<file path="src/mipsPkg.sv">
`default_nettype none

package mipsPkg;

    localparam int xlen     = 32;
    localparam int regAddrW = 5;
    localparam int aluOpW   = 4;
    localparam logic [xlen-1:0] resetPc = 32'h0000_0000;

    // major opcodes
    localparam logic [5:0] opSpecial = 6'h00;
    localparam logic [5:0] opJ       = 6'h02;
    localparam logic [5:0] opBeq     = 6'h04;
    localparam logic [5:0] opBne     = 6'h05;
    localparam logic [5:0] opAddiu   = 6'h09;
    localparam logic [5:0] opAndi    = 6'h0c;
    localparam logic [5:0] opOri     = 6'h0d;
    localparam logic [5:0] opLui     = 6'h0f;
    localparam logic [5:0] opLw      = 6'h23;
    localparam logic [5:0] opSw      = 6'h2b;

    // function field of opSpecial
    localparam logic [5:0] fnSll  = 6'h00;
    localparam logic [5:0] fnJr   = 6'h08;
    localparam logic [5:0] fnAddu = 6'h21;
    localparam logic [5:0] fnSubu = 6'h23;
    localparam logic [5:0] fnAnd  = 6'h24;
    localparam logic [5:0] fnOr   = 6'h25;
    localparam logic [5:0] fnXor  = 6'h26;
    localparam logic [5:0] fnSlt  = 6'h2a;

    localparam logic [aluOpW-1:0] aluAdd = 4'd0;
    localparam logic [aluOpW-1:0] aluSub = 4'd1;
    localparam logic [aluOpW-1:0] aluAnd = 4'd2;
    localparam logic [aluOpW-1:0] aluOr  = 4'd3;
    localparam logic [aluOpW-1:0] aluXor = 4'd4;
    localparam logic [aluOpW-1:0] aluSlt = 4'd5;
    localparam logic [aluOpW-1:0] aluSll = 4'd6;
    localparam logic [aluOpW-1:0] aluLui = 4'd7;   // imm into upper half

    // where a decode operand is taken from
    localparam logic [1:0] fwdReg  = 2'd0;
    localparam logic [1:0] fwdExec = 2'd1;
    localparam logic [1:0] fwdMem  = 2'd2;
    localparam logic [1:0] fwdWb   = 2'd3;

    typedef struct packed {
        logic [5:0]          op;
        logic [regAddrW-1:0] rs;
        logic [regAddrW-1:0] rt;
        logic [regAddrW-1:0] rd;
        logic [4:0]          shamt;
        logic [5:0]          funct;
    } rFields_t;

    typedef struct packed {
        logic [5:0]          op;
        logic [regAddrW-1:0] rs;
        logic [regAddrW-1:0] rt;
        logic [15:0]         imm;
    } iFields_t;

    typedef struct packed {
        logic [5:0]  op;
        logic [25:0] target;   // word index inside the 256MB region
    } jFields_t;

    typedef union packed {
        rFields_t rView;
        iFields_t iView;
        jFields_t jView;
    } instrWord_u;

endpackage

`default_nettype wire
</file>
<file path="src/pipeBus.sv">
`timescale 1ns/10ps
`default_nettype none

// contents of the decode/execute register
interface decodeExBus import mipsPkg::*; ();
    logic [aluOpW-1:0]   aluOp;
    logic [xlen-1:0]     opA;
    logic [xlen-1:0]     opB;
    logic [xlen-1:0]     storeData;   // rt value for SW
    logic [regAddrW-1:0] writeReg;
    logic                regWrite;
    logic                memRead;
    logic                memWrite;
    logic                valid;       // low for a bubble
    logic [xlen-1:0]     pc;

    modport source (
        output aluOp, opA, opB, storeData, writeReg,
        output regWrite, memRead, memWrite, valid, pc
    );
    modport sink (
        input aluOp, opA, opB, storeData, writeReg,
        input regWrite, memRead, memWrite, valid, pc
    );
endinterface

// one stage's pending register write, seen by forwarding
interface stageBus import mipsPkg::*; ();
    logic                regWrite;
    logic [regAddrW-1:0] writeReg;
    logic [xlen-1:0]     value;
    logic                isLoad;   // value not ready yet in execute

    modport producer (output regWrite, writeReg, value, isLoad);
    modport consumer (input regWrite, writeReg, value, isLoad);
endinterface

`default_nettype wire

</file>
<file path="src/mipsCore.sv">
`timescale 1ns/10ps
`default_nettype none

module mipsCore import mipsPkg::*; (
    input  wire                 clk_i,
    input  wire                 rstN_i,
    input  wire [xlen-1:0]      instr_i,
    input  wire [xlen-1:0]      dataRdata_i,
    output logic [xlen-1:0]     instrAddr_o,
    output logic [xlen-1:0]     dataAddr_o,
    output logic [xlen-1:0]     dataWdata_o,
    output logic                dataWen_o,
    output logic [xlen-1:0]     debugWbPc_o,
    output logic                debugWbRfWen_o,
    output logic [regAddrW-1:0] debugWbRfWnum_o,
    output logic [xlen-1:0]     debugWbRfWdata_o,
    output logic                debugCommit_o
);

    logic [xlen-1:0]     pcPlus4F;
    logic                stall;
    logic                redirect;
    logic [xlen-1:0]     target;
    logic [regAddrW-1:0] rsAddr;
    logic [regAddrW-1:0] rtAddr;
    logic [xlen-1:0]     rdA;
    logic [xlen-1:0]     rdB;
    logic [1:0]          fwdA;
    logic [1:0]          fwdB;
    logic [xlen-1:0]     memAddr;
    logic [xlen-1:0]     pcE;

    // memory stage register
    logic                regWriteM;
    logic [regAddrW-1:0] writeRegM;
    logic                isLoadM;
    logic                validM;
    logic [xlen-1:0]     pcM;

    // writeback stage register
    logic                regWriteW;
    logic [regAddrW-1:0] writeRegW;
    logic                validW;
    logic [xlen-1:0]     valueW;
    logic [xlen-1:0]     pcW;

    decodeExBus deBus ();
    stageBus    busE ();
    stageBus    busM ();
    stageBus    busW ();

    fetchUnit uFetch (
        .clk_i      (clk_i),
        .rstN_i     (rstN_i),
        .stall_i    (stall),
        .redirect_i (redirect),
        .target_i   (target),
        .pc_o       (instrAddr_o),
        .pcPlus4_o  (pcPlus4F)
    );

    decodeUnit uDecode (
        .clk_i      (clk_i),
        .rstN_i     (rstN_i),
        .stall_i    (stall),
        .instr_i    (instr_i),
        .pcPlus4_i  (pcPlus4F),
        .fwdA_i     (fwdA),
        .fwdB_i     (fwdB),
        .rdA_i      (rdA),
        .rdB_i      (rdB),
        .busE       (busE),
        .busM       (busM),
        .busW       (busW),
        .exOut      (deBus),
        .rsAddr_o   (rsAddr),
        .rtAddr_o   (rtAddr),
        .redirect_o (redirect),
        .target_o   (target)
    );

    regFile uRegs (
        .clk_i    (clk_i),
        .rsAddr_i (rsAddr),
        .rtAddr_i (rtAddr),
        .wb       (busW),
        .rdA_o    (rdA),
        .rdB_o    (rdB)
    );

    executeStage uExec (
        .clk_i       (clk_i),
        .rstN_i      (rstN_i),
        .exIn        (deBus),
        .exBus       (busE),
        .memAddr_o   (memAddr),
        .storeData_o (dataWdata_o),
        .memWrite_o  (dataWen_o),
        .pcE_o       (pcE)
    );

    hazardUnit uHazard (
        .rs_i    (rsAddr),
        .rt_i    (rtAddr),
        .busE    (busE),
        .busM    (busM),
        .busW    (busW),
        .fwdA_o  (fwdA),
        .fwdB_o  (fwdB),
        .stall_o (stall)
    );

    assign dataAddr_o = memAddr;

    always_ff @(posedge clk_i) begin
        if (!rstN_i) begin
            regWriteM <= 1'b0;
            isLoadM   <= 1'b0;
            validM    <= 1'b0;
            regWriteW <= 1'b0;
            validW    <= 1'b0;
        end else begin
            regWriteM <= busE.regWrite;
            isLoadM   <= busE.isLoad;
            validM    <= deBus.valid;
            regWriteW <= busM.regWrite;
            validW    <= validM;
        end
    end

    always_ff @(posedge clk_i) begin
        writeRegM <= busE.writeReg;
        pcM       <= pcE;
        writeRegW <= busM.writeReg;
        valueW    <= busM.value;
        pcW       <= pcM;
    end

    // read data comes back in the memory cycle
    assign busM.regWrite = regWriteM;
    assign busM.writeReg = writeRegM;
    assign busM.value    = isLoadM ? dataRdata_i : memAddr;
    assign busM.isLoad   = isLoadM;

    assign busW.regWrite = regWriteW;
    assign busW.writeReg = writeRegW;
    assign busW.value    = valueW;
    assign busW.isLoad   = 1'b0;   // load data already settled in valueW

    assign debugWbPc_o      = pcW;
    assign debugWbRfWen_o   = regWriteW && (writeRegW != '0);   // $0 commits without a write
    assign debugWbRfWnum_o  = writeRegW;
    assign debugWbRfWdata_o = valueW;
    assign debugCommit_o    = validW;

endmodule

`default_nettype wire

</file>
<file path="src/hazardUnit.sv">
`timescale 1ns/10ps
`default_nettype none

module hazardUnit import mipsPkg::*; (
    input  wire [regAddrW-1:0] rs_i,
    input  wire [regAddrW-1:0] rt_i,
    stageBus.consumer          busE,
    stageBus.consumer          busM,
    stageBus.consumer          busW,
    output logic [1:0]         fwdA_o,
    output logic [1:0]         fwdB_o,
    output logic               stall_o
);

    // youngest stage wins
    function automatic logic [1:0] pickSrc(input logic [regAddrW-1:0] r);
        if (r == '0)
            return fwdReg;
        if (busE.regWrite && busE.writeReg == r)
            return fwdExec;
        if (busM.regWrite && busM.writeReg == r)
            return fwdMem;
        if (busW.regWrite && busW.writeReg == r)
            return fwdWb;
        return fwdReg;
    endfunction

    always_comb begin
        fwdA_o = pickSrc(rs_i);
        fwdB_o = pickSrc(rt_i);
    end

    // load data only exists from the memory stage on
    assign stall_o = busE.isLoad && (fwdA_o == fwdExec || fwdB_o == fwdExec);

endmodule

`default_nettype wire

</file>
<file path="src/executeStage.sv">
`timescale 1ns/10ps
`default_nettype none

module executeStage import mipsPkg::*; (
    input  wire             clk_i,
    input  wire             rstN_i,
    decodeExBus.sink        exIn,
    stageBus.producer       exBus,
    output logic [xlen-1:0] memAddr_o,
    output logic [xlen-1:0] storeData_o,
    output logic            memWrite_o,
    output logic [xlen-1:0] pcE_o
);

    logic [xlen-1:0] aluRes;

    always_comb begin
        case (exIn.aluOp)
            aluAdd:  aluRes = exIn.opA + exIn.opB;
            aluSub:  aluRes = exIn.opA - exIn.opB;
            aluAnd:  aluRes = exIn.opA & exIn.opB;
            aluOr:   aluRes = exIn.opA | exIn.opB;
            aluXor:  aluRes = exIn.opA ^ exIn.opB;
            aluSlt:  aluRes = {{(xlen-1){1'b0}}, $signed(exIn.opA) < $signed(exIn.opB)};
            aluSll:  aluRes = exIn.opA << exIn.opB[4:0];   // shamt rides in opB
            aluLui:  aluRes = {exIn.opB[15:0], 16'b0};
            default: aluRes = '0;
        endcase
    end

    // pending write for forwarding, loads flagged for the stall check
    assign exBus.regWrite = exIn.regWrite;
    assign exBus.writeReg = exIn.writeReg;
    assign exBus.value    = aluRes;
    assign exBus.isLoad   = exIn.memRead;

    assign pcE_o = exIn.pc;

    always_ff @(posedge clk_i) begin
        if (!rstN_i) begin
            memWrite_o <= 1'b0;
        end else begin
            memWrite_o <= exIn.memWrite;
        end
    end

    always_ff @(posedge clk_i) begin
        memAddr_o   <= aluRes;   // also the alu result seen in memory
        storeData_o <= exIn.storeData;
    end

endmodule

`default_nettype wire

</file>
<file path="src/regFile.sv">
`timescale 1ns/10ps
`default_nettype none

module regFile import mipsPkg::*; (
    input  wire                 clk_i,
    input  wire [regAddrW-1:0]  rsAddr_i,
    input  wire [regAddrW-1:0]  rtAddr_i,
    stageBus.consumer           wb,
    output logic [xlen-1:0]     rdA_o,
    output logic [xlen-1:0]     rdB_o
);

    logic [xlen-1:0] regs [2**regAddrW];

    // written at the end of the writeback cycle
    always_ff @(posedge clk_i) begin
        if (wb.regWrite) begin
            regs[wb.writeReg] <= wb.value;
        end
    end

    // $0 reads zero whatever was written there
    assign rdA_o = (rsAddr_i == '0) ? '0 : regs[rsAddr_i];
    assign rdB_o = (rtAddr_i == '0) ? '0 : regs[rtAddr_i];

endmodule

`default_nettype wire

</file>
<file path="src/decodeUnit.sv">
`timescale 1ns/10ps
`default_nettype none

module decodeUnit import mipsPkg::*; (
    input  wire                 clk_i,
    input  wire                 rstN_i,
    input  wire                 stall_i,
    input  wire instrWord_u     instr_i,
    input  wire [xlen-1:0]      pcPlus4_i,
    input  wire [1:0]           fwdA_i,
    input  wire [1:0]           fwdB_i,
    input  wire [xlen-1:0]      rdA_i,
    input  wire [xlen-1:0]      rdB_i,
    stageBus.consumer           busE,
    stageBus.consumer           busM,
    stageBus.consumer           busW,
    decodeExBus.source          exOut,
    output logic [regAddrW-1:0] rsAddr_o,
    output logic [regAddrW-1:0] rtAddr_o,
    output logic                redirect_o,
    output logic [xlen-1:0]     target_o
);

    instrWord_u        instrD;
    logic [xlen-1:0]   pcPlus4D;
    logic              validD;

    logic [aluOpW-1:0] aluOp;
    logic              regWrite;
    logic              memRead;
    logic              memWrite;
    logic              useImm;
    logic              zeroExt;
    logic              isSll;
    logic              useRd;
    logic              isBeq;
    logic              isBne;
    logic              isJ;
    logic              isJr;
    logic [xlen-1:0]   imm;
    logic [xlen-1:0]   srcA;
    logic [xlen-1:0]   srcB;
    logic              taken;

    // fetch/decode register, frozen by a stall
    always_ff @(posedge clk_i) begin
        if (!rstN_i) begin
            instrD <= '0;   // reads as sll $0
            validD <= 1'b0;
        end else if (!stall_i) begin
            instrD <= instr_i;
            validD <= 1'b1;
        end
    end

    always_ff @(posedge clk_i) begin
        if (!stall_i) begin
            pcPlus4D <= pcPlus4_i;
        end
    end

    assign rsAddr_o = instrD.rView.rs;
    assign rtAddr_o = instrD.rView.rt;

    always_comb begin
        aluOp    = aluAdd;
        regWrite = 1'b0;
        memRead  = 1'b0;
        memWrite = 1'b0;
        useImm   = 1'b1;
        zeroExt  = 1'b0;
        isSll    = 1'b0;
        useRd    = 1'b0;
        isBeq    = 1'b0;
        isBne    = 1'b0;
        isJ      = 1'b0;
        isJr     = 1'b0;
        case (instrD.rView.op)
            opSpecial: begin
                useImm   = 1'b0;
                useRd    = 1'b1;
                regWrite = 1'b1;
                case (instrD.rView.funct)
                    fnAddu: aluOp = aluAdd;
                    fnSubu: aluOp = aluSub;
                    fnAnd:  aluOp = aluAnd;
                    fnOr:   aluOp = aluOr;
                    fnXor:  aluOp = aluXor;
                    fnSlt:  aluOp = aluSlt;
                    fnSll: begin
                        aluOp = aluSll;
                        isSll = 1'b1;
                    end
                    fnJr: begin
                        regWrite = 1'b0;
                        isJr     = 1'b1;
                    end
                    default: regWrite = 1'b0;   // unsupported funct acts as nop
                endcase
            end
            opAddiu: regWrite = 1'b1;
            opAndi: begin
                aluOp    = aluAnd;
                zeroExt  = 1'b1;
                regWrite = 1'b1;
            end
            opOri: begin
                aluOp    = aluOr;
                zeroExt  = 1'b1;
                regWrite = 1'b1;
            end
            opLui: begin
                aluOp    = aluLui;
                zeroExt  = 1'b1;
                regWrite = 1'b1;
            end
            opLw: begin
                regWrite = 1'b1;
                memRead  = 1'b1;
            end
            opSw:  memWrite = 1'b1;
            opBeq: isBeq = 1'b1;
            opBne: isBne = 1'b1;
            opJ:   isJ = 1'b1;
            default: ;
        endcase
    end

    assign imm = zeroExt ? {16'b0, instrD.iView.imm}
                         : {{16{instrD.iView.imm[15]}}, instrD.iView.imm};

    // forwarded operands, also used by the branch compare
    always_comb begin
        case (fwdA_i)
            fwdExec: srcA = busE.value;
            fwdMem:  srcA = busM.value;
            fwdWb:   srcA = busW.value;
            default: srcA = rdA_i;
        endcase
        case (fwdB_i)
            fwdExec: srcB = busE.value;
            fwdMem:  srcB = busM.value;
            fwdWb:   srcB = busW.value;
            default: srcB = rdB_i;
        endcase
    end

    assign taken      = (isBeq && srcA == srcB) || (isBne && srcA != srcB);
    assign redirect_o = validD && (taken || isJ || isJr);

    always_comb begin
        if (isJr) begin
            target_o = srcA;
        end else if (isJ) begin
            target_o = {pcPlus4D[31:28], instrD.jView.target, 2'b00};
        end else begin
            target_o = pcPlus4D + {imm[29:0], 2'b00};   // branch offset
        end
    end

    // decode/execute register, bubble while stalled
    always_ff @(posedge clk_i) begin
        if (!rstN_i || stall_i || !validD) begin
            exOut.valid    <= 1'b0;
            exOut.regWrite <= 1'b0;
            exOut.memRead  <= 1'b0;
            exOut.memWrite <= 1'b0;
        end else begin
            exOut.valid    <= 1'b1;
            exOut.regWrite <= regWrite;
            exOut.memRead  <= memRead;
            exOut.memWrite <= memWrite;
        end
    end

    always_ff @(posedge clk_i) begin
        exOut.aluOp     <= aluOp;
        exOut.opA       <= isSll ? srcB : srcA;   // sll shifts rt
        exOut.opB       <= useImm ? imm
                         : isSll ? {{(xlen-5){1'b0}}, instrD.rView.shamt} : srcB;
        exOut.storeData <= srcB;
        exOut.writeReg  <= useRd ? instrD.rView.rd : instrD.iView.rt;
        exOut.pc        <= pcPlus4D - 32'd4;
    end

endmodule

`default_nettype wire

</file>
<file path="src/fetchUnit.sv">
`timescale 1ns/10ps
`default_nettype none

module fetchUnit import mipsPkg::*; (
    input  wire             clk_i,
    input  wire             rstN_i,
    input  wire             stall_i,
    input  wire             redirect_i,
    input  wire [xlen-1:0]  target_i,
    output logic [xlen-1:0] pc_o,
    output logic [xlen-1:0] pcPlus4_o
);

    logic [xlen-1:0] pcQ;

    assign pcPlus4_o = pcQ + 32'd4;
    assign pc_o      = pcQ;

    always_ff @(posedge clk_i) begin
        if (!rstN_i) begin
            pcQ <= resetPc;
        end else if (!stall_i) begin
            // redirect comes from decode, one delay slot already fetched
            pcQ <= redirect_i ? target_i : pcPlus4_o;
        end
    end

endmodule

`default_nettype wire

</file>
<file path="config.mk">
export PLATFORM = sky130hd
export DESIGN_NAME = mipsCore
export DESIGN_NICKNAME = d
export VERILOG_FILES = /design/src/mipsPkg.sv /design/src/pipeBus.sv /design/src/mipsCore.sv /design/src/hazardUnit.sv /design/src/executeStage.sv /design/src/regFile.sv /design/src/decodeUnit.sv /design/src/fetchUnit.sv
export SDC_FILE = /design/constraint.sdc
export NUM_CORES = 2
export LEC_CHECK = 0
export BUFFER_PORTS_ARGS = -buffer_cell sky130_fd_sc_hd__buf_2
export CAP_MARGIN = 10
export CORE_UTILIZATION = 37
export DETAILED_ROUTE_END_ITERATION = 7
export GPL_TIMING_DRIVEN = 1
export MAX_ROUTING_LAYER = met4
export PLACE_DENSITY = 0.54
export SLEW_MARGIN = 25
export SYNTH_ARGS = -nofsm -noshare
export SYNTH_HDL_FRONTEND = slang
export SYNTH_HIERARCHICAL = 1
export SYNTH_SLANG_ARGS = --single-unit
</file>
<file path="constraint.sdc">
create_clock -name clk_i -period 14.66 [get_ports clk_i]
set_input_delay 0 -clock clk_i [delete_from_list [all_inputs] [get_ports clk_i]]
set_output_delay 0 -clock clk_i [all_outputs]
set_load 0.005 [all_outputs]
</file>
==> qor.yml <==
clocking:
  clk_latency_ns: 0.84
  cts_buffers: 160
  clock-root-buffer: "clkbuf_16"
  clk_path_buf_depth: 3
  htreeDepth: 4
  cts_sinks: 1437
  cts_tree: "yes"
  clkTransAtPathRegs_ns: 0.07
  postCtsSetupBuffers: 0
drt:
  viasPerCell: 6.214
  drt-initial-drc-count: 5766
  ant_nets: 0
  wl_per_cell_um: 34.49
  drt-pass1-iter-count: 6
  drc: 0
  vias: 49150
  drt-total-wl_um: 272700
hold_path:
  holdCritStartpoint: "instr_i[25]"
  min_to: "uDecode/instrD[25]"
  hold_path.class: "primary input to flop"
  min_path_cells: 4
die:
  io_pins: 234
  die_x_um: 441.4
  row_count: 160
  initial_core_util_pct: 37.41
  die_area_um2: 194900
  die_h_um: 441.4
  coreArea_um2: 191000
power:
  p_leak_nw: 28.60
  switching_power_mw: 3.151
  p_comb_share_pct: 16.3
  p_seq_share_pct: 45.2
  p_clk_share_pct: 38.5
  p_int_mw: 7.694
  powerDensity_nw_per_um2: 132.6
  vdd_ir_drop_max_uv: 125.2
  swShare_pct: 29.05
global_routing:
  first_global_vias: 48150
  grt_max_degree: 98
  antenna_found_initial: 20
  grt_use_total_pct: 28.36
  grt_pass1_wl_um: 376800
  overflow: 0
sta:
  worst_hold_slack_ns: 0.03816
  slew_violations: 0
  max_freq_mhz: 116.4
  finalSetupTns_ns: 0
  worstMarginPinSlew_ns: 1.275
  slew_headroom_pct: 14.32
  finalSetupViolCount: 0
  timing.final.crit_share_pct: 58.62
  skew_ns: 0.07420
  worst_slack_ns: 6.067
  min_period_ns: 8.593
  rsz0062_at_grt: "false"
  hold_viol: 0
critical_path:
  path_class: "flop to flop"
  regToRegSetupSlack_ns: 6.07
  path_max_fanout: 67
  end_kind: "flop"
  worstRegToRegCells: 25
  worstPathArrival_ns: 9.30
  cp-start-kind: "flop"
  reg2reg_to: "uFetch/pc_o[0]"
  slowest_delay_ns: 0.87
  slowest_stage: "nor4_1"
  required_ns: 15.36
  r2r-start: "uDecode/exOut.opB[3]"
run:
  drv_cap: 0
final_layout:
  final_util_pct: 42.82
  drive_above_1_share_pct: 24.47
  fin_nets: 5453
  n_fill_cell: 17400
  final_common_cell: "edfxtp_1"
  final_cell_count_no_fill: 7909
  final_cell_mix: "edfxtp_1, mux4_2, dfxtp_1, mux2i_1, nand2_1"
  area_growth_pct: 14.44
place:
  portBuffers: 233
  finalWeightedCongestion: 1.011
  place_hpwl_um: 181300
  place_inst: 7496
  dp_slack_ns: 6.343
synthesis:
  ys.warnings.count: 6
  synth_area_per_cell_um2: 14.26
  synthCells: 5012
  synth_fp_nets: 5217
  synth_area_um2: 71450
outcome:
  status: "finished clean"
-- sequential cells by signal, summed over array words and instances (netlist names), 3 cells and up --
| register | cells |
|---|---|
| debugWbRfWdata_o | 32 |
| uFetch/pc_o | 32 |
| uDecode/pcPlus4D | 32 |
| uDecode/instrD | 32 |
| pcM | 32 |
| uExec/memAddr_o | 32 |
| uDecode/exOut.storeData | 32 |
| uDecode/exOut.opB | 32 |
| uDecode/exOut.opA | 32 |
| busM.writeReg | 5 |
| uExec/storeData_o | 32 |
| uDecode/exOut.writeReg | 5 |
| debugWbPc_o | 32 |
| uDecode/exOut.pc | 32 |
| uDecode/exOut.aluOp | 3 |
| uRegs/regs | 1024 |
| debugWbRfWnum_o | 5 |
-- timing repair --
item / CTS / global route
hold buffers: 101 / 0
resized for setup: 0 / 0
endpoints found under the hold margin: 135 / 0
-- how the worst max path moves through the flow --
stage	from	end	slack (ns)	depth (start not counted)
2_1_floorplan	uDecode/exOut.opB[2]	uFetch/pc_o[3]	8.64	28
3_3_place_gp	uDecode/instrD[18]	uFetch/pc_o[0]	6.38	20
3_5_place_dp	uDecode/instrD[22]	uFetch/pc_o[0]	6.34	19
4_1_cts	uDecode/instrD[22]	uFetch/pc_o[0]	6.29	19
5_1_grt	uDecode/instrD[22]	uFetch/pc_o[24]	5.86	19
6_report	uDecode/exOut.opB[3]	uFetch/pc_o[0]	6.07	25
-- layer usage --
layer  global-route usage (%)  routed length, um  up-vias
met5                        -                  0        -
met4                    12.81              13470        0
met3                    5.780              24040      511
met2                    44.08             128400     2670
met1                    35.69             106800    25600
li1                         -                  -    20370
-- critical path, delay by kind of cell, from the launching register on --
kind / cells / cell delay [ns]
AND/OR/NAND/NOR: 7 / 2.41
buffers and inverters: 5 / 1.92
AO/OA/AOI/OAI: 7 / 1.82
multiplexers: 2 / 0.89
XOR/XNOR: 3 / 0.56
adder cells (fa/ha/maj): 1 / 0.48
flip-flops: 1 / 0.31
-- power by group through the flow --
stage / Sequential [mW] / Clock (mW) / Combinational, mW
4_1_cts: 4.90 / 4.24 / 1.73
3_3_place_gp: 4.99 / 0 / 1.70
5_1_grt: 4.92 / 4.40 / 1.84
2_1_floorplan: 4.95 / 0 / 0.907
3_5_place_dp: 4.99 / 0 / 1.70
6_report: 4.91 / 4.18 / 1.76
-- through the flow --
step | instance area, um^2 | power, mW
global route | 81750 | 11.16
floorplan | 71450 | 5.857
detailed placement | 75230 | 6.689
finish | 81770 | 10.84
global placement | 75220 | 6.689
CTS | 81710 | 10.88
-- final cells by class --
type                            count  area [um^2]  area share, %
Sequential cell                  1437        39380          48.15
Multi-Input combinational cell   3038        29940          36.61
Clock buffer                      191         4233          5.176
Timing Repair Buffer              477         3301          4.036
Tap cell                         2511         3142          3.842
Clock inverter                    105         1237          1.513
Inverter                          134        505.5         0.6182
Antenna cell                       16        40.04        0.04896
Note: power is estimated with default switching activity, not from simulation.
